`config.mk`:
```
export PLATFORM = sky130hd
export DESIGN_NAME = regfile
export DESIGN_NICKNAME = d
export VERILOG_FILES = /design/src/hw/mips_pkg.sv /design/src/hw/regfile.sv
export SDC_FILE = /design/constraint.sdc
export NUM_CORES = 2
export LEC_CHECK = 0
export BUFFER_PORTS_ARGS = -buffer_cell sky130_fd_sc_hd__clkbuf_2
export CAP_MARGIN = 20
export CORE_MARGIN = 1.5
export CORE_UTILIZATION = 50
export DETAILED_ROUTE_END_ITERATION = 10
export GPL_TIMING_DRIVEN = 0
export HOLD_SLACK_MARGIN = 0.06
export PLACE_DENSITY = 0.66
export RECOVER_POWER = 50
export SYNTH_ARGS = -nofsm -noshare
export SYNTH_HDL_FRONTEND = slang
export SYNTH_SLANG_ARGS = --single-unit
export TNS_END_PERCENT = 50
```
`constraint.sdc`:
```
create_clock -name clk -period 2.4 [get_ports clk]
set_clock_uncertainty 0.15 [all_clocks]
set_input_delay 0.12 -clock clk [delete_from_list [all_inputs] [get_ports clk]]
set_output_delay 0.12 -clock clk [all_outputs]
set_load 0.01 [all_outputs]
```
`src/hw/mips_pkg.sv`:
```
`default_nettype none

package mips_pkg;

    typedef logic [31:0] word_t;
    typedef logic [4:0]  reg_idx_t;
    typedef logic [5:0]  opcode_t;
    typedef logic [5:0]  funct_t;
    typedef logic [3:0]  alu_op_t;
    typedef logic [2:0]  wb_sel_t;

    // primary opcodes
    localparam opcode_t OP_SPECIAL = 6'h00;
    localparam opcode_t OP_J       = 6'h02;
    localparam opcode_t OP_JAL     = 6'h03;
    localparam opcode_t OP_BEQ     = 6'h04;
    localparam opcode_t OP_BNE     = 6'h05;
    localparam opcode_t OP_ADDIU   = 6'h09;
    localparam opcode_t OP_SLTI    = 6'h0a;
    localparam opcode_t OP_SLTIU   = 6'h0b;
    localparam opcode_t OP_ANDI    = 6'h0c;
    localparam opcode_t OP_ORI     = 6'h0d;
    localparam opcode_t OP_XORI    = 6'h0e;
    localparam opcode_t OP_LUI     = 6'h0f;
    localparam opcode_t OP_LW      = 6'h23;
    localparam opcode_t OP_SW      = 6'h2b;

    // function field of SPECIAL
    localparam funct_t FN_SLL   = 6'h00;
    localparam funct_t FN_SRL   = 6'h02;
    localparam funct_t FN_SRA   = 6'h03;
    localparam funct_t FN_JR    = 6'h08;
    localparam funct_t FN_JALR  = 6'h09;
    localparam funct_t FN_MFHI  = 6'h10;
    localparam funct_t FN_MFLO  = 6'h12;
    localparam funct_t FN_MULT  = 6'h18;
    localparam funct_t FN_MULTU = 6'h19;
    localparam funct_t FN_ADDU  = 6'h21;
    localparam funct_t FN_SUBU  = 6'h23;
    localparam funct_t FN_AND   = 6'h24;
    localparam funct_t FN_OR    = 6'h25;
    localparam funct_t FN_XOR   = 6'h26;
    localparam funct_t FN_NOR   = 6'h27;
    localparam funct_t FN_SLT   = 6'h2a;
    localparam funct_t FN_SLTU  = 6'h2b;

    localparam alu_op_t ALU_ADD  = 4'd0;
    localparam alu_op_t ALU_SUB  = 4'd1;
    localparam alu_op_t ALU_AND  = 4'd2;
    localparam alu_op_t ALU_OR   = 4'd3;
    localparam alu_op_t ALU_XOR  = 4'd4;
    localparam alu_op_t ALU_NOR  = 4'd5;
    localparam alu_op_t ALU_SLT  = 4'd6;
    localparam alu_op_t ALU_SLTU = 4'd7;
    localparam alu_op_t ALU_SLL  = 4'd8;
    localparam alu_op_t ALU_SRL  = 4'd9;
    localparam alu_op_t ALU_SRA  = 4'd10;
    localparam alu_op_t ALU_LUI  = 4'd11;

    localparam wb_sel_t WB_ALU  = 3'd0;
    localparam wb_sel_t WB_MEM  = 3'd1;
    localparam wb_sel_t WB_LINK = 3'd2;
    localparam wb_sel_t WB_HI   = 3'd3;
    localparam wb_sel_t WB_LO   = 3'd4;

    localparam word_t    RESET_VECTOR = 32'hbfc0_0000;
    localparam reg_idx_t LINK_REG     = 5'd31;

endpackage

`default_nettype wire

```
`src/hw/regfile.sv`:
```
`default_nettype none

module regfile import mips_pkg::*; (
    input  logic     clk,
    input  logic     reset,
    input  reg_idx_t read_index_a,
    input  reg_idx_t read_index_b,
    output word_t    read_data_a,
    output word_t    read_data_b,
    input  logic     write_enable,
    input  reg_idx_t write_index,
    input  word_t    write_data,
    output word_t    register_v0
);

    // register 0 has no storage
    word_t regs [1:31];

    assign read_data_a = (read_index_a == '0) ? '0 : regs[read_index_a];
    assign read_data_b = (read_index_b == '0) ? '0 : regs[read_index_b];
    assign register_v0 = regs[2];

    always_ff @(posedge clk) begin
        if (reset) begin
            for (int i = 1; i < 32; i++) begin
                regs[i] <= '0;
            end
        end else if (write_enable && write_index != '0) begin
            regs[write_index] <= write_data;
        end
    end

endmodule

`default_nettype wire

```
==> impl_metrics.csv <==
group,metric,value,unit
outcome,outcome,"finished with violations",
outcome,violations,"setup timing",
floorplanning,dieArea,110000,µm²
detailed_routing,vias,37700,
critical_path,critPathMaxFanout,9,
layout,largest_reg_flops,1024,
cts,cts.sinks,1024,
grt,antenna_found_initial,11,
floorplanning,die_w,332,µm
layout,final_nets,3938,
critical_path,crit_start,"read_index_b[1]",
power_and_ir_drop,pwr-share-seq,47.8,%
logic_synthesis,post-synth-top-count-cell,"edfxtp_1",
critical_path,required,2.13,ns
sta,drv_slew,0,
sta,rsz0062_at_grt,"true",
power_and_ir_drop,power.total,44.5,mW
detailed_routing,wl,217,mm
sta,period_share,126,%
power_and_ir_drop,power_density,695,nW/µm²
critical_path,crit_chain,"buf_2, or3_4, buf_1, buf_8, o22ai_1, a2111oi_4, nor3_4, clkbuf_2",
critical_path,path_delay_family,"buffers and inverters",
grt,grt_pass1_vias,36200,
cts,cts_tree,"done",
critical_path,start_kind,"primary input",
place,dp_cells,5110,
place,hpwl,151,mm
logic_synthesis,ys_types,43,
detailed_routing,viasPerCell,7.01,
logic_synthesis,syn_area,54200,µm²
floorplanning,start_util,50.5,%
grt,grt_pass1_wl,292,mm
logic_synthesis,yosysSeqAreaShare,56.7,%
layout,drive_gt1_share,30.0,%
logic_synthesis,synth_top_flop_cell,"edfxtp_1",
cts,clk_pin_slew,0.06,ns
critical_path,cp.arrival,2.77,ns
logic_synthesis,syn_inst,3502,
logic_synthesis,ys_warn_count,0,
logic_synthesis,yosys-top-cells-count,"edfxtp_1, and2_1, mux4_2",
cts,cts_max_level,3,
layout,final_cells,5380,
sta,fin_ws,-0.635,ns
critical_path,crit_path_max_incr_delay,0.63,ns
detailed_routing,firstDrtPassIters,11,
critical_path,worstSetupPathType,"primary input to output pin",
logic_synthesis,synth_top_area_cell,"edfxtp_1",
logic_synthesis,synthTopCellsByArea,"edfxtp_1, mux4_2, and2_1, mux2i_1, clkbuf_1",
layout,largest_register,"regs",
sta,period_minus_slack,3.04,ns
power_and_ir_drop,switching_power,12.0,mW
power_and_ir_drop,p_comb_share,15.2,%
logic_synthesis,synthArstFlopShare,0,%
floorplanning,die_height,332,µm
cts,cts_buffer_depth,3,
layout,reg_top3,"regs: 1024 flops",
logic_synthesis,synth_top_area_share,56.7,%
layout,area_growth,18.0,%
hold_path,min-delay-start,"write_index[3]",
detailed_routing,drc,0,
power_and_ir_drop,p_sw_share,26.9,%
hold_path,holdCritPathClass,"primary input to flip-flop",
grt,grt_overflow,0,
detailed_routing,drt_iter0_markers,6567,
logic_synthesis,syn_avg_cell_area,15.5,µm²
detailed_routing,ant_nets,0,
cts,root_buffer,"clkbuf_16",
logic_synthesis,ys_seq_elements,1024,
logic_synthesis,synth_edf_count,1024,
sta,worst_pin_slew,1.30,ns
sta,finalSetupViolations,559,
cts,cts_buffers,108,
layout,design_area,64000,µm²
power_and_ir_drop,power_leakage,21.6,nW
grt,grt.total_usage,39.0,%
power_and_ir_drop,clockPowerShare,37.0,%
place,gp_congestion,1.01,
grt,grt_max_degree,33,
place,portBuffers,139,
flow_run,maxCapViolCount,0,
place,dpl-instance-area,57500,µm²
critical_path,path_buf_inv,4,
detailed_routing,avgRoutedWirePerCell,40.4,µm
sta,fmax,0.329,GHz
critical_path,crit_path_top_delay_cell,"a2111oi_4",
sta,final-hold-violation-count,0,
power_and_ir_drop,irDropWorstVdd,577,µV
floorplanning,ioPinCount,146,
floorplanning,core,107000,µm²
floorplanning,num_rows,120,
power_and_ir_drop,internal_power,32.5,mW
sta,maxSlewHeadroom,13.4,%
critical_path,crit_path_end_kind,"output pin",
-- metrics by stage --
step	setup slack [ns]	TNS [ns]	hold WS [ns]	util, %
2_1_floorplan	0.350	0	0.0689	-
3_3_place_gp	-2.01	-909.07	0.205	52.9
3_5_place_dp	-1.94	-700.83	0.211	53.5
4_1_cts	-0.561	-27.64	0.0627	59.1
5_1_grt	-0.626	-68.39	0.132	59.6
6_report	-0.635	-100.28	0.119	59.6
-- layout make-up --
| cell class | count | area (µm²) |
|---|---|---|
| antenna | 5 | 12.5 |
| clock inverter | 64 | 438 |
| fill | 8134 | 43400 |
| clock buffer | 130 | 2890 |
| buffer | 377 | 2130 |
| timing repair buffer | 252 | 2060 |
| multi-input combinational | 2123 | 24000 |
| inverter | 2 | 7.51 |
| tap | 1403 | 1760 |
| sequential | 1024 | 30700 |
-- cells in the final DEF, fill, tap and decap left out, types with 30 or more instances in the layout --
master and n:
dlygate4sd3_1 40, and2_1 634, a2111oi_4 51, buf_4 65, conb_1 32, mux2_2 30, mux4_2 472, buf_6 33
clkbuf_1 289, nor3_2 36, edfxtp_1 1024, buf_2 39, o22ai_1 68, mux2i_1 145, clkinv_1 33, clkbuf_16 113
clkbuf_2 108, a22o_1 31, nor2_1 36, and2_0 360
-- layer usage --
layer  wire (µm)  share of wire [%]  GRT usage [%]  vias to the layer above
met4       16300                7.5           24.1                       16
met1       75900                 35           50.7                    19300
met5         402               0.18              0                        -
met3       32700                 15           14.9                      702
met2       92200                 42           55.4                     3339
li1            -                  -              -                    14400
-- tightest hold or removal path: stages --
cell	delay [ns]
clkbuf_2	0.15
or3_1	0.16
nor2_1	0.17
and2_0	0.20
-- kinds of logic (layout without fill, tap and decap cells) --
kind of cell           after synthesis  after routing  share of synthesized area, %
and+or+nand+nor                   1180           1180                          13.3
AOI/OAI and AO/OA                  259            259                          3.65
buffers and inverters              386            825                          3.36
DFF                               1024           1024                          56.7
other                                1             37                       0.00691
muxes                              652            652                          23.0
-- repair_timing --
action | in CTS | in global routing
setup endpoints to repair | 87 | 151
pin swaps | 87 | 61
setup buffers | 18 | 15
hold buffers | 39 | 1
gates resized for setup | 417 | 100
endpoints found under the hold margin | 515 | 1
-- power by group through the flow --
stage | clock network [mW] | registers, mW | logic [mW]
2_1_floorplan | 0 | 21.3 | 3.24
3_3_place_gp | 0 | 21.5 | 5.50
3_5_place_dp | 0 | 21.6 | 5.67
4_1_cts | 16.2 | 21.2 | 6.39
5_1_grt | 16.9 | 21.3 | 6.81
6_report | 16.5 | 21.2 | 6.78
-- path summary, 6_finish.rpt --
path | endpoint | slack, ns | depth (start not counted)
hold / removal | regs[2][0] | 0.12 | 4
setup / recovery | read_data_b[15] | -0.64 | 8
Power figures use the tool's default switching activity.
