==> src/hw/mips_pkg.sv <==
`default_nettype none

package mips_pkg;

    typedef logic [31:0] word_t;
    typedef logic [4:0]  reg_idx_t;
    typedef logic [5:0]  opcode_t;
    typedef logic [5:0]  funct_t;
    typedef logic [3:0]  alu_op_t;
    typedef logic [2:0]  wb_sel_t;

    // primary opcodes
    localparam opcode_t OP_SPECIAL = 6'h00;
    localparam opcode_t OP_J       = 6'h02;
    localparam opcode_t OP_JAL     = 6'h03;
    localparam opcode_t OP_BEQ     = 6'h04;
    localparam opcode_t OP_BNE     = 6'h05;
    localparam opcode_t OP_ADDIU   = 6'h09;
    localparam opcode_t OP_SLTI    = 6'h0a;
    localparam opcode_t OP_SLTIU   = 6'h0b;
    localparam opcode_t OP_ANDI    = 6'h0c;
    localparam opcode_t OP_ORI     = 6'h0d;
    localparam opcode_t OP_XORI    = 6'h0e;
    localparam opcode_t OP_LUI     = 6'h0f;
    localparam opcode_t OP_LW      = 6'h23;
    localparam opcode_t OP_SW      = 6'h2b;

    // function field of SPECIAL
    localparam funct_t FN_SLL   = 6'h00;
    localparam funct_t FN_SRL   = 6'h02;
    localparam funct_t FN_SRA   = 6'h03;
    localparam funct_t FN_JR    = 6'h08;
    localparam funct_t FN_JALR  = 6'h09;
    localparam funct_t FN_MFHI  = 6'h10;
    localparam funct_t FN_MFLO  = 6'h12;
    localparam funct_t FN_MULT  = 6'h18;
    localparam funct_t FN_MULTU = 6'h19;
    localparam funct_t FN_ADDU  = 6'h21;
    localparam funct_t FN_SUBU  = 6'h23;
    localparam funct_t FN_AND   = 6'h24;
    localparam funct_t FN_OR    = 6'h25;
    localparam funct_t FN_XOR   = 6'h26;
    localparam funct_t FN_NOR   = 6'h27;
    localparam funct_t FN_SLT   = 6'h2a;
    localparam funct_t FN_SLTU  = 6'h2b;

    localparam alu_op_t ALU_ADD  = 4'd0;
    localparam alu_op_t ALU_SUB  = 4'd1;
    localparam alu_op_t ALU_AND  = 4'd2;
    localparam alu_op_t ALU_OR   = 4'd3;
    localparam alu_op_t ALU_XOR  = 4'd4;
    localparam alu_op_t ALU_NOR  = 4'd5;
    localparam alu_op_t ALU_SLT  = 4'd6;
    localparam alu_op_t ALU_SLTU = 4'd7;
    localparam alu_op_t ALU_SLL  = 4'd8;
    localparam alu_op_t ALU_SRL  = 4'd9;
    localparam alu_op_t ALU_SRA  = 4'd10;
    localparam alu_op_t ALU_LUI  = 4'd11;

    localparam wb_sel_t WB_ALU  = 3'd0;
    localparam wb_sel_t WB_MEM  = 3'd1;
    localparam wb_sel_t WB_LINK = 3'd2;
    localparam wb_sel_t WB_HI   = 3'd3;
    localparam wb_sel_t WB_LO   = 3'd4;

    localparam word_t    RESET_VECTOR = 32'hbfc0_0000;
    localparam reg_idx_t LINK_REG     = 5'd31;

endpackage

`default_nettype wire

==> src/hw/decode_if.sv <==
`default_nettype none

interface decode_if import mips_pkg::*; ();

    // execute controls
    alu_op_t     alu_op;
    logic        use_imm;
    word_t       imm;
    logic [4:0]  shamt;

    // register writeback
    logic        reg_write;
    reg_idx_t    write_index;
    wb_sel_t     wb_sel;

    logic        mem_read;
    logic        mem_write;

    // flow control
    logic        branch_eq;
    logic        branch_ne;
    logic        jump_imm;
    logic [25:0] jump_index;
    logic        jump_reg;

    logic        hilo_write;
    logic        mult_signed;

    modport decoder (
        output alu_op, use_imm, imm, shamt, reg_write, write_index, wb_sel,
               mem_read, mem_write, branch_eq, branch_ne, jump_imm, jump_index,
               jump_reg, hilo_write, mult_signed
    );

    modport execute (input alu_op, use_imm, imm, shamt);

    modport fetch (input branch_eq, branch_ne, jump_imm, jump_index, jump_reg, imm);

    modport writeback (
        input hilo_write, mult_signed, reg_write, write_index, wb_sel, mem_read, mem_write
    );

endinterface

`default_nettype wire

==> src/hw/pc_unit.sv <==
`default_nettype none

module pc_unit import mips_pkg::*; (
    input  logic    clk,
    input  logic    reset,
    input  logic    clk_enable,
    decode_if.fetch ctrl,
    input  word_t   rs_data,
    input  word_t   rt_data,
    output word_t   pc,
    output word_t   pc_plus4,
    output logic    active
);

    logic  taken;
    word_t branch_target;
    word_t jump_target;
    word_t next_pc;

    assign pc_plus4 = pc + 32'd4;

    assign taken = (ctrl.branch_eq && rs_data == rt_data) ||
                   (ctrl.branch_ne && rs_data != rt_data);

    // word offset relative to the following instruction
    assign branch_target = pc_plus4 + {ctrl.imm[29:0], 2'b00};
    assign jump_target   = {pc_plus4[31:28], ctrl.jump_index, 2'b00};

    always_comb begin
        if (taken) begin
            next_pc = branch_target;
        end else if (ctrl.jump_imm) begin
            next_pc = jump_target;
        end else if (ctrl.jump_reg) begin
            next_pc = rs_data;
        end else begin
            next_pc = pc_plus4;
        end
    end

    // halts for good once a jump to address 0 commits
    always_ff @(posedge clk) begin
        if (reset) begin
            pc     <= RESET_VECTOR;
            active <= 1'b1;
        end else if (clk_enable && active) begin
            pc     <= next_pc;
            active <= (next_pc != '0);
        end
    end

endmodule

`default_nettype wire

==> src/flat_wrapper.sv <==
// flat-port wrapper written by rule: the top's interface ports become plain ports
module pc_unit_flat import mips_pkg::*;
  (clk, reset, clk_enable, rs_data, rt_data, pc, pc_plus4, active, ctrl_branch_eq, ctrl_branch_ne, ctrl_jump_imm, ctrl_jump_index, ctrl_jump_reg, ctrl_imm);
  decode_if ctrl_i ();
  input  logic clk;
  input  logic reset;
  input  logic clk_enable;
  input  word_t rs_data;
  input  word_t rt_data;
  output word_t pc;
  output word_t pc_plus4;
  output logic active;
  input wire logic [$bits(ctrl_i.branch_eq)-1:0] ctrl_branch_eq;
  input wire logic [$bits(ctrl_i.branch_ne)-1:0] ctrl_branch_ne;
  input wire logic [$bits(ctrl_i.jump_imm)-1:0] ctrl_jump_imm;
  input wire logic [$bits(ctrl_i.jump_index)-1:0] ctrl_jump_index;
  input wire logic [$bits(ctrl_i.jump_reg)-1:0] ctrl_jump_reg;
  input wire logic [$bits(ctrl_i.imm)-1:0] ctrl_imm;
  assign ctrl_i.branch_eq = ctrl_branch_eq;
  assign ctrl_i.branch_ne = ctrl_branch_ne;
  assign ctrl_i.jump_imm = ctrl_jump_imm;
  assign ctrl_i.jump_index = ctrl_jump_index;
  assign ctrl_i.jump_reg = ctrl_jump_reg;
  assign ctrl_i.imm = ctrl_imm;
  pc_unit u_core (.clk(clk), .reset(reset), .clk_enable(clk_enable), .ctrl(ctrl_i), .rs_data(rs_data), .rt_data(rt_data), .pc(pc), .pc_plus4(pc_plus4), .active(active));
endmodule
==> config.mk <==
export PLATFORM = sky130hd
export DESIGN_NAME = pc_unit_flat
export DESIGN_NICKNAME = d
export VERILOG_FILES = /design/src/hw/mips_pkg.sv /design/src/hw/decode_if.sv /design/src/hw/pc_unit.sv /design/src/flat_wrapper.sv
export SDC_FILE = /design/constraint.sdc
export NUM_CORES = 1
export LEC_CHECK = 0
export BUFFER_PORTS_ARGS = -buffer_cell sky130_fd_sc_hd__buf_4
export CAP_MARGIN = 15
export CORE_AREA = 2 2 137 125
export CTS_BUF_LIST = sky130_fd_sc_hd__clkbuf_16
export CTS_CLUSTER_DIAMETER = 50
export DETAILED_ROUTE_END_ITERATION = 10
export DIE_AREA = 0 0 139 127
export GPL_TIMING_DRIVEN = 1
export SYNTH_ARGS = -nofsm -noshare
export SYNTH_HDL_FRONTEND = slang
export SYNTH_SLANG_ARGS = --single-unit
==> constraint.sdc <==
create_clock -name clk -period 10.95 [get_ports clk]
set_input_delay 2.19 -clock clk [delete_from_list [all_inputs] [get_ports clk]]
set_output_delay 2.19 -clock clk [all_outputs]
set_load 0.01 [all_outputs]
==> run summary <==
Critical path startpoint category -> primary input
Layout cells sized above 1 -> 27.0%
Hold violation count in the final report -> 0
Synth cell types -> 79
Crit path cell chain -> buf_4, xnor2_1, nand4_1, nor4_1, nand3_1, and2_1, buf_4, inv_1, a21oi_1, a2111o_1, nor4_2, a41oi_1
Die Area -> 0.0177 sq mm
WL per Instance -> 20.8 um
Clk pwr share -> 21.3%
Synthesis warning total -> 0
Number of clock sinks -> 33
Main combinational cell family by area after synthesis -> compound AO/OA/AOI/OAI gates
Net Sw Power -> 0.276 mW
Crit-path slowest cell -> inv_1
Post-Synth Adder-Cell Area -> 10.1%
Setup TNS -> 0 ns
Slew @ Worst Pin -> 0.939 ns
Vias in the first global route -> 5,418
Leak pwr -> 2.80 nW
Pre-CTS setup slack -> 5.00 ns
Commonest non-fill, non-tap cell in the layout -> buf_4
Power Density -> 100 mW/mm^2
Pre-antenna DRT Iters -> 5
Crit-path max cell delay -> 0.72 ns
Buffers added on ports -> 191
Post-CTS Setup Bufs -> 0
Fill cells -> 1,699
Maximum vdd drop -> 51.4 uV
Number of synthesized flops with an enable pin -> 0
GP Congestion -> 0.905
CTS tree -> done
Critical path start-end classification -> in -> reg
Ports -> 194
Antenna cell count -> 0
Comb pwr share -> 55.8%
Share of flip-flops with an asynchronous set or reset -> 0%
Vias per cell -> 5.58
First-pass GRT wire length -> 31,400 um
Clk_skew -> 0.00690 ns
Synth Area in Simple Gates -> 25.2%
CTS H-tree depth -> 2
Crit path capture type -> register
# rows -> 44
Max_cap viols -> 0
Chip Height -> 127 um
Primary FF master, synth -> dfxtp_1
Most frequent cells in the layout -> buf_4, nand2_1, xnor2_1
Worst-path clk slew -> 0.06 ns
RSZ-0062 raised after global routing -> no
Area of the multi-input gates -> 0.00395 sq mm
Post-route ant nets -> 0
Pint -> 0.372 mW
Fin nets -> 980
Gr ovfl total -> 0
Cell mode on critical path -> buf_4
Syn-to-layout area delta -> 35.7%
HPWL after DPL -> 17,400 um
Post-CTS Hold Fix Bufs -> 0
Top post-synthesis cells by area -> dfxtp_1, xnor2_1, ha_1
Switching share of power -> 42.6%
Latest clock arrival within the worst-skew pair -> 0.29 ns
Mux contribution to synthesized area -> 5.13%
Final WL -> 21,200 um
Yosys top cell by area -> dfxtp_1
Outcome -> completed
TritonCTS buffer count -> 5
Reg power frac -> 22.9%
Synth Instances -> 645
DRC viols -> 0
FF+latch area -> 661 sq um
Clock tree buffer depth -> 2
Post-synth top area share -> 13.8%
Number of buffers and inverters on the critical path -> 3
WP data arrival -> 5.92 ns
Fmax -> 173 MHz
Largest net degree at the start of global routing -> 37
DRT iter0 DRCs -> 425
Synth Area in Compound Gates -> 27.0%
Total track usage -> 23.0%
Crit path required time -> 11.10 ns
Syn Nets -> 812
Mapped cell area -> 0.00478 sq mm
Core box area -> 0.0161 sq mm
Fin crit period -> 5.77 ns
Delay-heaviest family, CP -> simple AND/OR/NAND/NOR gates
Crit-path max FO -> 34
Via count -> 5,696
XOR/XNOR Fraction of Synth Area -> 15.2%
Sequential fraction of the synthesis area -> 13.8%
CTS Root Cell -> clkbuf_16
Initial antenna violation count -> 0
Worst slew margin -> 37.2%
Die width -> 139 um
Synthesized flop and latch total -> 33
Final worst path period share -> 52.7%
Initial Utilization -> 29.7%
HP Class -> reg -> reg
Final setup fails -> 0
Avg Cell Area, Syn -> 7.41 sq um
Slew Limit Fails -> 0
Final setup margin -> 5.18 ns
CTS resizes -> 0
-- worst reg2reg max path: cells and delay by family, from the launching register on --
family,cells,cell delay (ns)
xor gates and xnor gates,1,0.42
adders and majority gates,2,0.82
and+or+nand+nor,6,1.84
AOI/OAI and AO/OA,6,1.32
DFF,1,0.47
-- Yosys cell counts (16+ instances only) --
cell type	n
a211oi_1	16
dfxtp_1	33
xor2_1	16
mux2i_1	20
xnor2_1	67
nand4_1	23
ha_1	37
clkbuf_1	18
a21oi_1	49
nor2_1	54
nand3_1	19
nand2_1	69
o21ai_0	34
-- per-stage QoR --
step	total power [mW]	utilization, %	hold slack [ns]	instances	area (sq um)
after floorplan	0.358	-	0.507	645	4780
after global placement	0.505	39.5	0.495	1013	6350
after detailed placement	0.505	39.5	0.500	1013	6350
after CTS	0.642	40.3	0.507	1021	6480
after global routing	0.685	40.3	0.529	1021	6480
final	0.648	40.3	0.510	1021	6480
-- final timing paths --
path                 startpoint       endpoint  slack (ns)  depth (start not counted)
setup / recovery    rt_data[29]  u_core.active        5.18                         12
hold / removal    u_core.pc[11]  u_core.pc[11]        0.51                          2
hold reg to reg   u_core.pc[11]  u_core.pc[11]        0.51                          2
setup reg to reg   u_core.pc[2]  u_core.active        5.96                         15
-- power by group through the flow --
stage | sequential, mW | combinational, mW | clock (mW)
finish | 0.148 | 0.362 | 0.138
global route | 0.150 | 0.392 | 0.142
CTS | 0.148 | 0.357 | 0.137
detailed placement | 0.150 | 0.355 | 0
global placement | 0.150 | 0.355 | 0
floorplan | 0.151 | 0.208 | 0
-- logic make-up after synthesis --
kind of cell               Yosys count
buffers and inverters               40
adders and majority gates           38
xor gates and xnor gates            83
AOI/OAI and AO/OA                  188
and+or+nand+nor                    239
muxes                               24
DFF                                 33
-- registers in the layout (all words and copies together) (netlist names) --
name           flops
u_core.active      1
u_core.pc         32
-- routing by layer --
metal	wire length, um	GRT usage, %	vias up
met5	0	0	-
met4	403	6.00	0
met3	1600	3.37	23
met2	9340	36.1	279
met1	9880	33.1	2649
li1	-	-	2745
-- final cells by class --
cell class,count,share of cell area (%)
clock inverters,3,0.174
flip-flops and latches,33,10.2
well taps,207,3.99
inverters,8,0.463
multi-input cells,572,60.9
clock buffers,5,1.93
repair buffers,193,22.3
Note: power is estimated with default switching activity, not from simulation.
