$ cat config.mk
export PLATFORM = sky130hd
export DESIGN_NAME = hilo_unit_flat
export DESIGN_NICKNAME = d
export VERILOG_FILES = /design/src/hw/mips_pkg.sv /design/src/hw/decode_if.sv /design/src/hw/hilo_unit.sv /design/src/flat_wrapper.sv
export SDC_FILE = /design/constraint.sdc
export NUM_CORES = 2
export LEC_CHECK = 0
export CORE_AREA = 2 2 343 243
export DETAILED_ROUTE_END_ITERATION = 10
export DIE_AREA = 0 0 345 245
export DONT_BUFFER_PORTS = 1
export GPL_ROUTABILITY_DRIVEN = 0
export GPL_TIMING_DRIVEN = 0
export PLACE_DENSITY_LB_ADDON = 0.1
export SLEW_MARGIN = 0
export SYNTH_ARGS = -nofsm -noshare
export SYNTH_HDL_FRONTEND = slang
export SYNTH_SLANG_ARGS = --single-unit
$ cat constraint.sdc
create_clock -name clk -period 9.45 [get_ports clk]
set_clock_uncertainty 0.2 [all_clocks]
set_input_delay 0.945 -clock clk [delete_from_list [all_inputs] [get_ports clk]]
set_output_delay 0.945 -clock clk [all_outputs]
set_load 0.03 [all_outputs]
$ cat src/hw/mips_pkg.sv
`default_nettype none

package mips_pkg;

    typedef logic [31:0] word_t;
    typedef logic [4:0]  reg_idx_t;
    typedef logic [5:0]  opcode_t;
    typedef logic [5:0]  funct_t;
    typedef logic [3:0]  alu_op_t;
    typedef logic [2:0]  wb_sel_t;

    // primary opcodes
    localparam opcode_t OP_SPECIAL = 6'h00;
    localparam opcode_t OP_J       = 6'h02;
    localparam opcode_t OP_JAL     = 6'h03;
    localparam opcode_t OP_BEQ     = 6'h04;
    localparam opcode_t OP_BNE     = 6'h05;
    localparam opcode_t OP_ADDIU   = 6'h09;
    localparam opcode_t OP_SLTI    = 6'h0a;
    localparam opcode_t OP_SLTIU   = 6'h0b;
    localparam opcode_t OP_ANDI    = 6'h0c;
    localparam opcode_t OP_ORI     = 6'h0d;
    localparam opcode_t OP_XORI    = 6'h0e;
    localparam opcode_t OP_LUI     = 6'h0f;
    localparam opcode_t OP_LW      = 6'h23;
    localparam opcode_t OP_SW      = 6'h2b;

    // function field of SPECIAL
    localparam funct_t FN_SLL   = 6'h00;
    localparam funct_t FN_SRL   = 6'h02;
    localparam funct_t FN_SRA   = 6'h03;
    localparam funct_t FN_JR    = 6'h08;
    localparam funct_t FN_JALR  = 6'h09;
    localparam funct_t FN_MFHI  = 6'h10;
    localparam funct_t FN_MFLO  = 6'h12;
    localparam funct_t FN_MULT  = 6'h18;
    localparam funct_t FN_MULTU = 6'h19;
    localparam funct_t FN_ADDU  = 6'h21;
    localparam funct_t FN_SUBU  = 6'h23;
    localparam funct_t FN_AND   = 6'h24;
    localparam funct_t FN_OR    = 6'h25;
    localparam funct_t FN_XOR   = 6'h26;
    localparam funct_t FN_NOR   = 6'h27;
    localparam funct_t FN_SLT   = 6'h2a;
    localparam funct_t FN_SLTU  = 6'h2b;

    localparam alu_op_t ALU_ADD  = 4'd0;
    localparam alu_op_t ALU_SUB  = 4'd1;
    localparam alu_op_t ALU_AND  = 4'd2;
    localparam alu_op_t ALU_OR   = 4'd3;
    localparam alu_op_t ALU_XOR  = 4'd4;
    localparam alu_op_t ALU_NOR  = 4'd5;
    localparam alu_op_t ALU_SLT  = 4'd6;
    localparam alu_op_t ALU_SLTU = 4'd7;
    localparam alu_op_t ALU_SLL  = 4'd8;
    localparam alu_op_t ALU_SRL  = 4'd9;
    localparam alu_op_t ALU_SRA  = 4'd10;
    localparam alu_op_t ALU_LUI  = 4'd11;

    localparam wb_sel_t WB_ALU  = 3'd0;
    localparam wb_sel_t WB_MEM  = 3'd1;
    localparam wb_sel_t WB_LINK = 3'd2;
    localparam wb_sel_t WB_HI   = 3'd3;
    localparam wb_sel_t WB_LO   = 3'd4;

    localparam word_t    RESET_VECTOR = 32'hbfc0_0000;
    localparam reg_idx_t LINK_REG     = 5'd31;

endpackage

`default_nettype wire

$ cat src/hw/decode_if.sv
`default_nettype none

interface decode_if import mips_pkg::*; ();

    // execute controls
    alu_op_t     alu_op;
    logic        use_imm;
    word_t       imm;
    logic [4:0]  shamt;

    // register writeback
    logic        reg_write;
    reg_idx_t    write_index;
    wb_sel_t     wb_sel;

    logic        mem_read;
    logic        mem_write;

    // flow control
    logic        branch_eq;
    logic        branch_ne;
    logic        jump_imm;
    logic [25:0] jump_index;
    logic        jump_reg;

    logic        hilo_write;
    logic        mult_signed;

    modport decoder (
        output alu_op, use_imm, imm, shamt, reg_write, write_index, wb_sel,
               mem_read, mem_write, branch_eq, branch_ne, jump_imm, jump_index,
               jump_reg, hilo_write, mult_signed
    );

    modport execute (input alu_op, use_imm, imm, shamt);

    modport fetch (input branch_eq, branch_ne, jump_imm, jump_index, jump_reg, imm);

    modport writeback (
        input hilo_write, mult_signed, reg_write, write_index, wb_sel, mem_read, mem_write
    );

endinterface

`default_nettype wire

$ cat src/hw/hilo_unit.sv
`default_nettype none

module hilo_unit import mips_pkg::*; (
    input  logic        clk,
    input  logic        reset,
    input  logic        write_enable,
    decode_if.writeback ctrl,
    input  word_t       op_a,
    input  word_t       op_b,
    output word_t       hi,
    output word_t       lo
);

    logic signed [32:0] a_ext;
    logic signed [32:0] b_ext;
    logic signed [65:0] product;

    // one extra bit makes a single signed multiply cover both mult and multu
    assign a_ext   = {ctrl.mult_signed & op_a[31], op_a};
    assign b_ext   = {ctrl.mult_signed & op_b[31], op_b};
    assign product = a_ext * b_ext;

    always_ff @(posedge clk) begin
        if (reset) begin
            hi <= '0;
            lo <= '0;
        end else if (write_enable) begin
            hi <= product[63:32];
            lo <= product[31:0];
        end
    end

endmodule

`default_nettype wire

$ cat src/flat_wrapper.sv
// flat-port wrapper written by rule: the top's interface ports become plain ports
module hilo_unit_flat import mips_pkg::*;
  (clk, reset, write_enable, op_a, op_b, hi, lo, ctrl_hilo_write, ctrl_mult_signed, ctrl_reg_write, ctrl_write_index, ctrl_wb_sel, ctrl_mem_read, ctrl_mem_write);
  decode_if ctrl_i ();
  input  logic clk;
  input  logic reset;
  input  logic write_enable;
  input  word_t op_a;
  input  word_t op_b;
  output word_t hi;
  output word_t lo;
  input wire logic [$bits(ctrl_i.hilo_write)-1:0] ctrl_hilo_write;
  input wire logic [$bits(ctrl_i.mult_signed)-1:0] ctrl_mult_signed;
  input wire logic [$bits(ctrl_i.reg_write)-1:0] ctrl_reg_write;
  input wire logic [$bits(ctrl_i.write_index)-1:0] ctrl_write_index;
  input wire logic [$bits(ctrl_i.wb_sel)-1:0] ctrl_wb_sel;
  input wire logic [$bits(ctrl_i.mem_read)-1:0] ctrl_mem_read;
  input wire logic [$bits(ctrl_i.mem_write)-1:0] ctrl_mem_write;
  assign ctrl_i.hilo_write = ctrl_hilo_write;
  assign ctrl_i.mult_signed = ctrl_mult_signed;
  assign ctrl_i.reg_write = ctrl_reg_write;
  assign ctrl_i.write_index = ctrl_write_index;
  assign ctrl_i.wb_sel = ctrl_wb_sel;
  assign ctrl_i.mem_read = ctrl_mem_read;
  assign ctrl_i.mem_write = ctrl_mem_write;
  hilo_unit u_core (.clk(clk), .reset(reset), .write_enable(write_enable), .ctrl(ctrl_i), .op_a(op_a), .op_b(op_b), .hi(hi), .lo(lo));
endmodule
==> flow_metrics.py <==
metrics = {
    "status": {
        "run_status": "complete, no violations",
    },
    "logic_synthesis": {
        "postSynthCellCount": 4416,
        "synthesis_warning_total": 0,
        "syn-num-nets": 5833,
        "ys.flop_type": "dfxtp_1",
        "yosys_register_bits": 64,
        "synthesis.area_um2": 40300,
        "syn-mean-instance-area_um2": 9.12,
        "ys_top_cells_by_area": "fa_1, inv_1, nand2_1",
        "synth_top_area_share_pct": 55.9,
        "synth-edff-count": 0,
        "synth_area_leader": "fa_1",
        "synthDistinctLibCells": 77,
        "synthArstFlopShare_pct": 0,
        "synth_seq_area_share_pct": 3.18,
    },
    "cells_and_area": {
        "final_common_cell": "fa_1",
        "layout-drive-gt1-share_pct": 2.37,
        "layout.nets": 5849,
        "layout-area-overhead-vs-synth_pct": 4.80,
        "fillerInstances": 7910,
        "finish.utilization_pct": 51.8,
        "layout.cells.most_common_list": "fa_1, inv_1, nand2_1, and2_1, ha_1",
    },
    "routing": {
        "drt-total-wl_mm": 154,
        "vias_per_cell": 5.64,
        "detail_route.drc_violations": 0,
        "drt_first_pass_iters": 6,
        "via_count": 31200,
        "drt_iter0_drc": 3726,
        "wl_per_cell_um": 27.8,
        "antenna_left": 0,
    },
    "critical_path": {
        "crit-reg2reg-launch": "u_core.hi[8]",
        "crit_buf_inv": 7,
        "timing.critical_path.from": "op_a[19]",
        "slowest_stage_delay_cp_ns": 0.79,
        "critical_path.max_fanout": 10,
        "path_delay_family": "adder cells",
        "worst_setup_path_end_kind": "flop",
        "worst_ep_arrival_time_ns": 9.40,
        "critical_setup_path_kind": "primary input to flop",
        "crit_top_cell": "fa_1",
        "worst-endpoint-required_ns": 9.51,
        "cpMaxStageDelayCell": "clkbuf_1",
        "worst_setup_start_kind": "primary input",
    },
    "global_routing": {
        "grt_pass1_wl_mm": 225,
        "vias_in_the_first_global_route": 31700,
        "globalRouteTotalUtil_pct": 37.6,
        "globalRoute.totalOverflow": 0,
        "grt_start_max_net_pins": 25,
        "antenna_found_initial": 16,
    },
    "timing": {
        "final_critical_path_setup_slack_ns": 0.110,
        "worst_slew_margin_relative_to_its_limit_pct": 10.7,
        "final.min_clock_period_ns": 9.34,
        "period_share_pct": 98.8,
        "setup_repair_after_global_routing_missed_its_margin": "no",
        "tightest_slew_ns": 1.34,
        "hold_viol": 0,
        "timing.fmax_mhz": 107,
        "drv_slew": 0,
        "finalSetupViolCount": 0,
    },
    "floorplanning": {
        "initial_core_util_pct": 49.4,
        "io-pin-count": 144,
        "core_area_um2": 81500,
        "floorplan.rows": 88,
        "chipWidth_um": 345,
        "fp.dieArea_um2": 84500,
        "floorplan.die.height_um": 245,
    },
    "place": {
        "dp_worst_setup_slack_ns": -1.27,
        "numPortBuffers": 0,
        "dp_hpwl_mm": 132,
    },
    "clocking": {
        "clk_pin_slew_ns": 0.06,
        "clock-sinks": 64,
        "insertion_delay_ns": 0.35,
        "number_of_buffers_created_by_cts": 9,
        "postCtsHoldBufs": 0,
        "cts_tree": "done",
        "clock_tree.htree_level_count": 3,
        "cts.path.max_buffers": 2,
        "cts_root_buf": "clkbuf_16",
    },
    "flow_run": {
        "cap_violations": 0,
    },
    "min_path": {
        "hold_path_class": "flop to flop",
        "hp-start": "u_core.hi[31]",
    },
}
[sequential cells by signal (all words and copies together), names as in the netlist]
name       flops
u_core.hi     32
u_core.lo     32
[logic make-up (layout without fill, tap and decap cells)]
logic type / after synthesis / in the layout / synth area share, %
buffers and inverters: 1341 / 1362 / 12.6
other: 0 / 24 / 0
DFF: 64 / 64 / 3.18
muxes: 37 / 37 / 0.923
adders and majority gates: 1337 / 1337 / 62.5
and+or+nand+nor: 1336 / 1336 / 15.7
AOI/OAI and AO/OA: 239 / 239 / 3.80
xor gates and xnor gates: 62 / 62 / 1.35
[repair_timing]
action / in CTS / in global routing
pin swaps: 2 / 2
endpoints found under the setup margin: 32 / 23
setup buffers: 3 / 2
gates resized for setup: 18 / 46
[metrics by stage]
step | cells | TNS [ns] | instance area (um2) | hold WS [ns]
floorplan | 4416 | 0 | 40300 | 0.382
global placement | 5496 | -29.07 | 41600 | 0.403
detailed placement | 5496 | -29.37 | 41600 | 0.408
CTS | 5515 | 0 | 42000 | 0.415
global route | 5520 | 0 | 42100 | 0.445
finish | 5541 | 0 | 42200 | 0.409
[synthesized netlist by cell type, drive strengths merged (3+ instances only)]
library cell	n
o21bai	9
a2111oi	3
nand4	12
o21ai	51
mux2i	36
or3	9
a211oi	9
inv	1099
xnor2	43
and2	355
o311ai	3
and3	23
clkbuf	225
nand2b	22
o22ai	9
a21o	18
a211o	5
or2	11
nand3	12
nor3	10
nor2b	12
o41ai	3
nor4b	3
a311oi	3
nand2	738
nor3b	4
fa	1125
xor2	19
o211ai	5
a21oi	81
a31oi	12
or4b	4
nor4	3
buf	17
o31ai	4
a21boi	3
dfxtp	64
o21a	6
nor2	106
ha	212
[layer usage]
metal  routed length [um]  vias to the layer above  global-route usage, %
met2                59100                     2097                   49.6
met3                26000                      234                   17.3
met5                   81                        -                      0
met1                63100                    16100                   54.6
met4                 5790                       12                   11.1
li1                     -                    12800                      -
[tightest hold or removal path, delay by kind of cell (launching register included)]
| kind | cells | cell delay [ns] |
|---|---|---|
| AND/OR/NAND/NOR | 1 | 0.09 |
| flip-flops | 1 | 0.41 |
| AO/OA/AOI/OAI | 1 | 0.07 |
[worst paths after layout]
path	endpoint	slack (ns)	depth (start not counted)
worst max-delay path	u_core.hi[26]	0.11	25
worst min-delay path	u_core.hi[31]	0.41	2
worst max register to register	u_core.hi[8]	8.07	3
worst min register to register	u_core.hi[31]	0.41	2
[final cells by class]
cell class                      count  area (um2)  share of cell area (%)
Antenna cell                       24        60.1                   0.142
Buffer                            242         976                    2.31
Clock buffer                       11         253                   0.599
Clock inverter                      5        86.3                   0.205
Inverter                         1099        4140                    9.80
Multi-Input combinational cell   3011       34000                    80.6
Sequential cell                    64        1280                    3.04
Tap cell                         1080        1350                    3.20
Timing Repair Buffer                5        50.0                   0.119
Power is not shown: default switching activity piles up to over one toggle a cycle in this logic, so the estimate is an artifact.
