===== config.mk =====
export PLATFORM = sky130hd
export DESIGN_NAME = instr_decode_flat
export DESIGN_NICKNAME = d
export VERILOG_FILES = /design/src/hw/mips_pkg.sv /design/src/hw/decode_if.sv /design/src/hw/instr_decode.sv /design/src/flat_wrapper.sv
export SDC_FILE = /design/constraint.sdc
export NUM_CORES = 1
export LEC_CHECK = 0
export BUFFER_PORTS_ARGS = -buffer_cell sky130_fd_sc_hd__buf_4
export CORE_UTILIZATION = 40
export DETAILED_ROUTE_END_ITERATION = 8
export GPL_TIMING_DRIVEN = 0
export PLACE_DENSITY = 0.91
export SLEW_MARGIN = 20
export SYNTH_ARGS = -nofsm -noshare
export SYNTH_HDL_FRONTEND = slang
export SYNTH_SLANG_ARGS = --single-unit
export TNS_END_PERCENT = 50

===== constraint.sdc =====
create_clock -name vclk -period 2.7
set_input_delay 0.135 -clock vclk [all_inputs]
set_output_delay 0.135 -clock vclk [all_outputs]
set_load 0.03 [all_outputs]

===== src/hw/mips_pkg.sv =====
`default_nettype none

package mips_pkg;

    typedef logic [31:0] word_t;
    typedef logic [4:0]  reg_idx_t;
    typedef logic [5:0]  opcode_t;
    typedef logic [5:0]  funct_t;
    typedef logic [3:0]  alu_op_t;
    typedef logic [2:0]  wb_sel_t;

    // primary opcodes
    localparam opcode_t OP_SPECIAL = 6'h00;
    localparam opcode_t OP_J       = 6'h02;
    localparam opcode_t OP_JAL     = 6'h03;
    localparam opcode_t OP_BEQ     = 6'h04;
    localparam opcode_t OP_BNE     = 6'h05;
    localparam opcode_t OP_ADDIU   = 6'h09;
    localparam opcode_t OP_SLTI    = 6'h0a;
    localparam opcode_t OP_SLTIU   = 6'h0b;
    localparam opcode_t OP_ANDI    = 6'h0c;
    localparam opcode_t OP_ORI     = 6'h0d;
    localparam opcode_t OP_XORI    = 6'h0e;
    localparam opcode_t OP_LUI     = 6'h0f;
    localparam opcode_t OP_LW      = 6'h23;
    localparam opcode_t OP_SW      = 6'h2b;

    // function field of SPECIAL
    localparam funct_t FN_SLL   = 6'h00;
    localparam funct_t FN_SRL   = 6'h02;
    localparam funct_t FN_SRA   = 6'h03;
    localparam funct_t FN_JR    = 6'h08;
    localparam funct_t FN_JALR  = 6'h09;
    localparam funct_t FN_MFHI  = 6'h10;
    localparam funct_t FN_MFLO  = 6'h12;
    localparam funct_t FN_MULT  = 6'h18;
    localparam funct_t FN_MULTU = 6'h19;
    localparam funct_t FN_ADDU  = 6'h21;
    localparam funct_t FN_SUBU  = 6'h23;
    localparam funct_t FN_AND   = 6'h24;
    localparam funct_t FN_OR    = 6'h25;
    localparam funct_t FN_XOR   = 6'h26;
    localparam funct_t FN_NOR   = 6'h27;
    localparam funct_t FN_SLT   = 6'h2a;
    localparam funct_t FN_SLTU  = 6'h2b;

    localparam alu_op_t ALU_ADD  = 4'd0;
    localparam alu_op_t ALU_SUB  = 4'd1;
    localparam alu_op_t ALU_AND  = 4'd2;
    localparam alu_op_t ALU_OR   = 4'd3;
    localparam alu_op_t ALU_XOR  = 4'd4;
    localparam alu_op_t ALU_NOR  = 4'd5;
    localparam alu_op_t ALU_SLT  = 4'd6;
    localparam alu_op_t ALU_SLTU = 4'd7;
    localparam alu_op_t ALU_SLL  = 4'd8;
    localparam alu_op_t ALU_SRL  = 4'd9;
    localparam alu_op_t ALU_SRA  = 4'd10;
    localparam alu_op_t ALU_LUI  = 4'd11;

    localparam wb_sel_t WB_ALU  = 3'd0;
    localparam wb_sel_t WB_MEM  = 3'd1;
    localparam wb_sel_t WB_LINK = 3'd2;
    localparam wb_sel_t WB_HI   = 3'd3;
    localparam wb_sel_t WB_LO   = 3'd4;

    localparam word_t    RESET_VECTOR = 32'hbfc0_0000;
    localparam reg_idx_t LINK_REG     = 5'd31;

endpackage

`default_nettype wire


===== src/hw/decode_if.sv =====
`default_nettype none

interface decode_if import mips_pkg::*; ();

    // execute controls
    alu_op_t     alu_op;
    logic        use_imm;
    word_t       imm;
    logic [4:0]  shamt;

    // register writeback
    logic        reg_write;
    reg_idx_t    write_index;
    wb_sel_t     wb_sel;

    logic        mem_read;
    logic        mem_write;

    // flow control
    logic        branch_eq;
    logic        branch_ne;
    logic        jump_imm;
    logic [25:0] jump_index;
    logic        jump_reg;

    logic        hilo_write;
    logic        mult_signed;

    modport decoder (
        output alu_op, use_imm, imm, shamt, reg_write, write_index, wb_sel,
               mem_read, mem_write, branch_eq, branch_ne, jump_imm, jump_index,
               jump_reg, hilo_write, mult_signed
    );

    modport execute (input alu_op, use_imm, imm, shamt);

    modport fetch (input branch_eq, branch_ne, jump_imm, jump_index, jump_reg, imm);

    modport writeback (
        input hilo_write, mult_signed, reg_write, write_index, wb_sel, mem_read, mem_write
    );

endinterface

`default_nettype wire


===== src/hw/instr_decode.sv =====
`default_nettype none

module instr_decode import mips_pkg::*; (
    input  word_t     instr,
    output reg_idx_t  rs,
    output reg_idx_t  rt,
    decode_if.decoder ctrl
);

    opcode_t  opcode;
    funct_t   funct;
    reg_idx_t rd;
    word_t    sign_imm;
    word_t    zero_imm;
    word_t    upper_imm;

    assign opcode = instr[31:26];
    assign funct  = instr[5:0];
    assign rs     = instr[25:21];
    assign rt     = instr[20:16];
    assign rd     = instr[15:11];

    assign sign_imm  = {{16{instr[15]}}, instr[15:0]};
    assign zero_imm  = {16'h0000, instr[15:0]};
    assign upper_imm = {instr[15:0], 16'h0000};

    // raw fields, only meaningful for the instructions that use them
    assign ctrl.shamt      = instr[10:6];
    assign ctrl.jump_index = instr[25:0];

    always_comb begin
        // anything unrecognised falls through as a no-op
        ctrl.alu_op      = ALU_ADD;
        ctrl.use_imm     = 1'b0;
        ctrl.imm         = sign_imm;
        ctrl.reg_write   = 1'b0;
        ctrl.write_index = rt;
        ctrl.wb_sel      = WB_ALU;
        ctrl.mem_read    = 1'b0;
        ctrl.mem_write   = 1'b0;
        ctrl.branch_eq   = 1'b0;
        ctrl.branch_ne   = 1'b0;
        ctrl.jump_imm    = 1'b0;
        ctrl.jump_reg    = 1'b0;
        ctrl.hilo_write  = 1'b0;
        ctrl.mult_signed = 1'b0;

        case (opcode)
            OP_SPECIAL: begin
                ctrl.write_index = rd;
                ctrl.reg_write   = 1'b1;
                case (funct)
                    FN_ADDU: ctrl.alu_op = ALU_ADD;
                    FN_SUBU: ctrl.alu_op = ALU_SUB;
                    FN_AND:  ctrl.alu_op = ALU_AND;
                    FN_OR:   ctrl.alu_op = ALU_OR;
                    FN_XOR:  ctrl.alu_op = ALU_XOR;
                    FN_NOR:  ctrl.alu_op = ALU_NOR;
                    FN_SLT:  ctrl.alu_op = ALU_SLT;
                    FN_SLTU: ctrl.alu_op = ALU_SLTU;
                    FN_SLL:  ctrl.alu_op = ALU_SLL;
                    FN_SRL:  ctrl.alu_op = ALU_SRL;
                    FN_SRA:  ctrl.alu_op = ALU_SRA;
                    FN_MFHI: ctrl.wb_sel = WB_HI;
                    FN_MFLO: ctrl.wb_sel = WB_LO;
                    FN_JR: begin
                        ctrl.reg_write = 1'b0;
                        ctrl.jump_reg  = 1'b1;
                    end
                    // link goes to rd, no delay slot so pc + 4
                    FN_JALR: begin
                        ctrl.jump_reg = 1'b1;
                        ctrl.wb_sel   = WB_LINK;
                    end
                    FN_MULT: begin
                        ctrl.reg_write   = 1'b0;
                        ctrl.hilo_write  = 1'b1;
                        ctrl.mult_signed = 1'b1;
                    end
                    FN_MULTU: begin
                        ctrl.reg_write  = 1'b0;
                        ctrl.hilo_write = 1'b1;
                    end
                    default: ctrl.reg_write = 1'b0;
                endcase
            end
            OP_J: ctrl.jump_imm = 1'b1;
            OP_JAL: begin
                ctrl.jump_imm    = 1'b1;
                ctrl.reg_write   = 1'b1;
                ctrl.write_index = LINK_REG;
                ctrl.wb_sel      = WB_LINK;
            end
            OP_BEQ: ctrl.branch_eq = 1'b1;
            OP_BNE: ctrl.branch_ne = 1'b1;
            OP_ADDIU, OP_SLTI, OP_SLTIU, OP_ANDI, OP_ORI, OP_XORI, OP_LUI: begin
                ctrl.use_imm   = 1'b1;
                ctrl.reg_write = 1'b1;
                case (opcode)
                    OP_SLTI:  ctrl.alu_op = ALU_SLT;
                    // sltiu still sign-extends, compare is unsigned
                    OP_SLTIU: ctrl.alu_op = ALU_SLTU;
                    OP_ANDI: begin
                        ctrl.alu_op = ALU_AND;
                        ctrl.imm    = zero_imm;
                    end
                    OP_ORI: begin
                        ctrl.alu_op = ALU_OR;
                        ctrl.imm    = zero_imm;
                    end
                    OP_XORI: begin
                        ctrl.alu_op = ALU_XOR;
                        ctrl.imm    = zero_imm;
                    end
                    OP_LUI: begin
                        ctrl.alu_op = ALU_LUI;
                        ctrl.imm    = upper_imm;
                    end
                    default: ctrl.alu_op = ALU_ADD;
                endcase
            end
            OP_LW: begin
                ctrl.use_imm   = 1'b1;
                ctrl.reg_write = 1'b1;
                ctrl.wb_sel    = WB_MEM;
                ctrl.mem_read  = 1'b1;
            end
            OP_SW: begin
                ctrl.use_imm   = 1'b1;
                ctrl.mem_write = 1'b1;
            end
            default: ctrl.reg_write = 1'b0;
        endcase
    end

endmodule

`default_nettype wire


===== src/flat_wrapper.sv =====
// flat-port wrapper written by rule: the top's interface ports become plain ports
module instr_decode_flat import mips_pkg::*;
  (instr, rs, rt, ctrl_alu_op, ctrl_use_imm, ctrl_imm, ctrl_shamt, ctrl_reg_write, ctrl_write_index, ctrl_wb_sel, ctrl_mem_read, ctrl_mem_write, ctrl_branch_eq, ctrl_branch_ne, ctrl_jump_imm, ctrl_jump_index, ctrl_jump_reg, ctrl_hilo_write, ctrl_mult_signed);
  decode_if ctrl_i ();
  input  word_t instr;
  output reg_idx_t rs;
  output reg_idx_t rt;
  output wire logic [$bits(ctrl_i.alu_op)-1:0] ctrl_alu_op;
  output wire logic [$bits(ctrl_i.use_imm)-1:0] ctrl_use_imm;
  output wire logic [$bits(ctrl_i.imm)-1:0] ctrl_imm;
  output wire logic [$bits(ctrl_i.shamt)-1:0] ctrl_shamt;
  output wire logic [$bits(ctrl_i.reg_write)-1:0] ctrl_reg_write;
  output wire logic [$bits(ctrl_i.write_index)-1:0] ctrl_write_index;
  output wire logic [$bits(ctrl_i.wb_sel)-1:0] ctrl_wb_sel;
  output wire logic [$bits(ctrl_i.mem_read)-1:0] ctrl_mem_read;
  output wire logic [$bits(ctrl_i.mem_write)-1:0] ctrl_mem_write;
  output wire logic [$bits(ctrl_i.branch_eq)-1:0] ctrl_branch_eq;
  output wire logic [$bits(ctrl_i.branch_ne)-1:0] ctrl_branch_ne;
  output wire logic [$bits(ctrl_i.jump_imm)-1:0] ctrl_jump_imm;
  output wire logic [$bits(ctrl_i.jump_index)-1:0] ctrl_jump_index;
  output wire logic [$bits(ctrl_i.jump_reg)-1:0] ctrl_jump_reg;
  output wire logic [$bits(ctrl_i.hilo_write)-1:0] ctrl_hilo_write;
  output wire logic [$bits(ctrl_i.mult_signed)-1:0] ctrl_mult_signed;
  assign ctrl_alu_op = ctrl_i.alu_op;
  assign ctrl_use_imm = ctrl_i.use_imm;
  assign ctrl_imm = ctrl_i.imm;
  assign ctrl_shamt = ctrl_i.shamt;
  assign ctrl_reg_write = ctrl_i.reg_write;
  assign ctrl_write_index = ctrl_i.write_index;
  assign ctrl_wb_sel = ctrl_i.wb_sel;
  assign ctrl_mem_read = ctrl_i.mem_read;
  assign ctrl_mem_write = ctrl_i.mem_write;
  assign ctrl_branch_eq = ctrl_i.branch_eq;
  assign ctrl_branch_ne = ctrl_i.branch_ne;
  assign ctrl_jump_imm = ctrl_i.jump_imm;
  assign ctrl_jump_index = ctrl_i.jump_index;
  assign ctrl_jump_reg = ctrl_i.jump_reg;
  assign ctrl_hilo_write = ctrl_i.hilo_write;
  assign ctrl_mult_signed = ctrl_i.mult_signed;
  instr_decode u_core (.instr(instr), .rs(rs), .rt(rt), .ctrl(ctrl_i));
endmodule

==> results of run 1 <==
==> cell type report <==
type                            instances  area, um2
Timing Repair Buffer                  119      893.4
Multi-Input combinational cell        121      790.8
Fill cell                             247      663.1
Buffer                                 54      384.1
Tap cell                               31      38.79
Inverter                                3      11.26
==> power by group <==
group          switching [mW]  total (mW)  internal [mW]  leakage, nW
combinational           0.258       0.454          0.196         1.17
clock                       0           0              0            0
sequential                  0           0              0            0
total                   0.258       0.454          0.196         1.17
==> layer usage <==
layer / vias up / track usage
met5: - / 0
met4: 0 / 0.006969
met1: 702 / 0.3148
met3: 2 / 0.01152
met2: 81 / 0.4202
li1: 826 / -
==> stage by stage <==
stage | util | power [mW]
finish | 0.7616 | 0.4542
global route | 0.7616 | 0.4780
CTS | 0.7616 | 0.4550
detailed placement | 0.7616 | 0.4539
global placement | 0.7616 | 0.4500
floorplan | - | 0.2866
==> cell usage in the layout (no fill, tap or decap), types with 2 or more instances in the layout <==
master / instances
o22a_1: 6
inv_1: 2
a21oi_1: 5
buf_2: 7
xor2_1: 2
o21a_1: 2
and2_1: 2
buf_6: 2
nand2_1: 7
nand3_1: 3
a21o_1: 16
clkbuf_1: 3
a2bb2oi_1: 5
nand3b_1: 3
nor2b_1: 18
nor3_1: 5
buf_4: 161
or2_2: 2
nor2_1: 16
o32ai_1: 2
o21ai_0: 5
nor4_1: 3
nor3b_1: 3
==> how the worst max path moves through the flow <==
stage                          from        endpoint  slack (ns)
after floorplan           instr[31]  ctrl_alu_op[2]        0.78
after global placement    instr[31]  ctrl_wb_sel[0]        0.96
after detailed placement  instr[31]  ctrl_wb_sel[0]        0.96
after CTS                 instr[31]  ctrl_wb_sel[0]        0.95
after global routing      instr[31]  ctrl_wb_sel[0]        0.81
final                     instr[31]  ctrl_wb_sel[0]        0.92
==> cells by family (layout without fill, tap and decap cells) <==
kind of cell,Yosys count,count (layout),share of synthesized area
compound gates,47,47,0.2933
simple gates,72,72,0.3587
buf+inv,57,176,0.3333
xor+xnor,2,2,0.01477
==> critical path: stages <==
cell	delay (ns)
buf_4	0.15
nor4_4	0.50
nand2_1	0.22
nor4_1	0.32
or2_2	0.18
buf_4	0.15
==> cell usage after synthesis <==
master,instances,area share
or4_1,1,0.0063
o41ai_1,1,0.0074
nor4_1,3,0.016
buf_6,2,0.019
nand3b_1,3,0.019
buf_2,7,0.030
o21a_1,2,0.013
nand3_1,3,0.013
and2_1,2,0.011
and4b_1,1,0.0084
clkbuf_1,3,0.0095
nor3_1,5,0.021
a32o_1,1,0.0084
or3_1,1,0.0053
a31o_2,1,0.0074
a21oi_1,5,0.021
xor2_1,2,0.015
a21oi_2,1,0.0074
nor2b_1,18,0.095
o22a_1,6,0.044
clkinv_1,1,0.0032
nand2_1,7,0.022
nor3b_1,3,0.019
a31oi_1,1,0.0053
and2_4,1,0.0074
nand4_1,1,0.0053
a2bb2oi_1,5,0.037
or4b_2,1,0.0084
nor4_4,1,0.018
nor3b_2,1,0.011
o21ai_0,5,0.021
nor2_1,16,0.051
buf_4,42,0.27
inv_1,2,0.0063
nand2_2,1,0.0053
or2_2,2,0.011
o32ai_1,2,0.015
o22ai_1,1,0.0053
a21o_1,16,0.10
nand2b_2,1,0.0074
==> metrics.yaml, run 1 <==
place:
  gp_congestion: 0.8170
  dp_cells: 328
  place_area_um2: 2118
  place_hpwl_um: 3358
  pre_cts_slack_ns: 0.9589
  port_buffers: 119
global_route:
  grt.overflow.total: 0
  grt_max_degree: 11
  grt_antenna_before_repair: 0
  grt_pass1_vias: 1281
  track_usage: 0.2312
  grt_pass1_wl_um: 6216
power_and_ir_drop:
  max-vdd-ir-drop_v: 0.0001878
  p_leak_nw: 1.175
  p_per_area_nw_per_um2: 214.4
yosys:
  ys_types: 40
  yosysWarnings: 0
  avgSynthCellArea_um2: 6.664
  synthCells: 178
  syn_area_um2: 1186
  syn_nets: 210
  synth-seq-area-share: 0
hold_path:
  hp-start: "instr[5]"
  hold_path_class: "in2out"
  worstHoldEndpoint: "ctrl_jump_index[5]"
  holdPathStages: 2
floorplan:
  io_pins: 127
  initial_core_util: 0.4265
  core_um2: 2781
  row_count: 19
  die-width_um: 56.46
  die-area_um2: 3187
  die_h_um: 56.46
sta:
  min_period_ns: 1.785
  hold_viol: 0
  setup_violations: 0
  grt_setup_unrepaired: "false"
  finalMaxSlewViolations: 0
  whs_ns: 0.4857
  fin_crit_sh: 0.6610
  setup_slack_ns: 0.9153
  slew_headroom: 0.6711
  final.setup.tns_ns: 0
  worstMarginPinSlew_ns: 0.4896
  fmax_mhz: 560.3
layout:
  regArea_um2: 0
  nNetsFinal: 331
  n_sequential_cell: 0
  drive_gt1_frac: 0.6061
  n_antenna_cell: 0
  finalNonFillerCells: 328
  areaGrowthSynthToFinish_pct: 78.59
  clkbuf_count: 0
  fin_area_um2: 2118
drt:
  wl_met1_um: 1724
  drc: 0
  routed.top_layer: "met4"
  drtAntennaViolNets: 0
  totalWireLength_um: 4052
  firstDrtPassIters: 4
  wl_per_cell_um: 12.35
  dr_wl_met3_um: 273
  viasPerCell: 4.912
  drtIter0Drc: 63
  vias: 1611
  wl_met2_um: 2038
critical_path:
  cp.required_ns: 2.57
  cp_max_fo: 8
  critPathKind: "in2out"
  start_kind: "primary input"
  cp_data_arrival_time_ns: 1.65
  cp-end-kind: "output pin"
outcome:
  outcome: "finished, final reports clean"
clock_network:
  cts_resized: 0
  post-cts-setup-buffers: 0
  cts_hold_buffers: 0
job:
  cap_violations: 0
Note: power is estimated with default switching activity, not from simulation.
==> run 2, diff against run 1 <==
- ABC_AREA: not set -> 1
- CORE_UTILIZATION: 40 -> 35
- PLACE_DENSITY: 0.91 -> 0.85
- clock period: 2.7 -> 1.78 ns (I/O delays scaled with it)
==> run 2 against run 1 <==
Effect of this change: the run now ends with design-rule violations left; largest power group unchanged; final area shrank 4.7%; utilization is 4.8 points lower; synthesized cell count up 9.6%; critical path depth increased by 2; via count fell by 0.12%; total power is 41% higher; critical endpoint is now ctrl_write_index[2]; die area grew 2.5%; critical path type unchanged; clock-buffer cell count stayed put; area after synthesis fell by 10%; wire length shrank 7.3%; sequential cell count did not move; highest routed layer is now met3; combinational power increased by 41%.
==> metrics.yaml, run 2 <==
outcome:
  outcome: "finished, violations left"
  violations: "design-rule violations"
critical_path:
  cp_max_fo: 10
  critPathKind: "in2out"
  start_kind: "primary input"
  crit_start: "instr[31]"
  cp_data_arrival_time_ns: 1.38
  cp-end-kind: "output pin"
  critPathSlowestCell: "buf_2"
  slowest_delay_ns: 0.20
  worstPathCellList: "buf_4, nor2_4, nand2_1, nor2_4, inv_2, buf_2, o211ai_1, buf_4"
  cp.required_ns: 1.69
floorplan:
  die_h_um: 57.16
  row_count: 19
  die-area_um2: 3267
  initial_core_util: 0.3764
  io_pins: 127
  die-width_um: 57.16
  core_um2: 2829
drt:
  firstDrtPassIters: 6
  drtIter0Drc: 94
  drc: 10
  wl_per_cell_um: 10.79
  viasPerCell: 4.624
  vias: 1609
  drtAntennaViolNets: 0
  totalWireLength_um: 3756
layout:
  n_sequential_cell: 0
  clkbuf_count: 0
  finalNonFillerCells: 348
  n_antenna_cell: 0
  final_cell_mix: "buf_4, nor2_1, nand2_1"
  drive_gt1_frac: 0.5804
  nNetsFinal: 351
  final_common_cell: "buf_4"
  areaGrowthSynthToFinish_pct: 89.66
  regArea_um2: 0
global_route:
  grt_max_degree: 11
  grt_antenna_before_repair: 0
  grt_pass1_wl_um: 5899
  grt_pass1_vias: 1299
  track_usage: 0.2157
  grt.overflow.total: 0
power_and_ir_drop:
  p_per_area_nw_per_um2: 316.7
  p_leak_nw: 1.205
  max-vdd-ir-drop_v: 0.0001549
  power_uw: 639.6
yosys:
  synthTopCellsByCount: "buf_4, nor2_1, nand2_1, inv_1, nand3_1"
  avgSynthCellArea_um2: 5.460
  syn_nets: 227
  synthTopCellsByArea: "buf_4, nor2_1, nand2_1, nand3_1, inv_1"
  synth-seq-area-share: 0
  yosysWarnings: 0
  synthCells: 195
  synth_most_common_cell: "buf_4"
  syn_area_um2: 1065
  synth.top_cell.area_share: 0.2891
  ys_types: 21
  yosysTopAreaCell: "buf_4"
place:
  pre_cts_slack_ns: 0.3054
  port_buffers: 122
  place_hpwl_um: 3239
  dp_cells: 348
  gp_congestion: 0.8522
job:
  cap_violations: 0
sta:
  fmax_mhz: 679.0
  whs_ns: 0.3940
  hold_viol: 0
  grt_setup_unrepaired: "false"
  min_period_ns: 1.473
  setup_slack_ns: 0.3073
  finalMaxSlewViolations: 0
  slew_headroom: 0.7252
  final.setup.tns_ns: 0
  worstMarginPinSlew_ns: 0.4107
  setup_violations: 0
  fin_crit_sh: 0.8273
clock_network:
  cts_hold_buffers: 0
  cts_resized: 0
  post-cts-setup-buffers: 0
hold_path:
  hp-start: "instr[22]"
  hold_path_class: "in2out"
run 2: changes by cell type after synthesis, sizes merged, moves of 6 or more:
cell    change
a21o       -16
buf         -7
inv        +26
nand2      +22
nand3      +16
nor2       +22
nor2b      -18
o211ai      +7
o21ai      +13
o22a        -6
run 2: final timing paths:
| kind | to | slack, ns | cells past startpoint |
|---|---|---|---|
| worst max-delay path | ctrl_write_index[2] | 0.31 | 8 |
| worst min-delay path | rs[1] | 0.39 | 2 |
run 2: cells by family (layout without fill, tap and decap cells):
group	Yosys count	in the layout	share of synthesized area
AO/OA/AOI/OAI	28	28	0.1833
buffers and inverters	73	195	0.4148
AND/OR/NAND/NOR	94	94	0.4019
run 2: layer usage:
metal,vias to the layer above,global-route usage,wire length [um]
met4,0,0,0
met5,-,0,0
met3,0,0.01361,317
li1,829,-,-
met1,701,0.2775,1487
met2,79,0.4168,1951
run 2: final cells by class:
cell class                      count  area, um2
Buffer                             45      336.6
Tap cell                           31      38.79
Multi-Input combinational cell    122      623.1
Inverter                           28      105.1
Fill cell                         270      809.5
Timing Repair Buffer              122      915.9
run 2: critical path: cells and delay by family:
kind | cells | cell delay, ns
buffers and inverters | 4 | 0.63
AND/OR/NAND/NOR | 3 | 0.48
AO/OA/AOI/OAI | 1 | 0.20
run 2: metrics by stage:
step,area (um2),util
floorplan,1065,-
global placement,2019,0.7138
detailed placement,2019,0.7138
CTS,2019,0.7138
global route,2019,0.7138
finish,2019,0.7138
run 2: power by group:
| part | switching (mW) | total [mW] | internal, mW |
|---|---|---|---|
| sequential | 0 | 0 | 0 |
| combinational | 0.379 | 0.640 | 0.261 |
| clock | 0 | 0 | 0 |
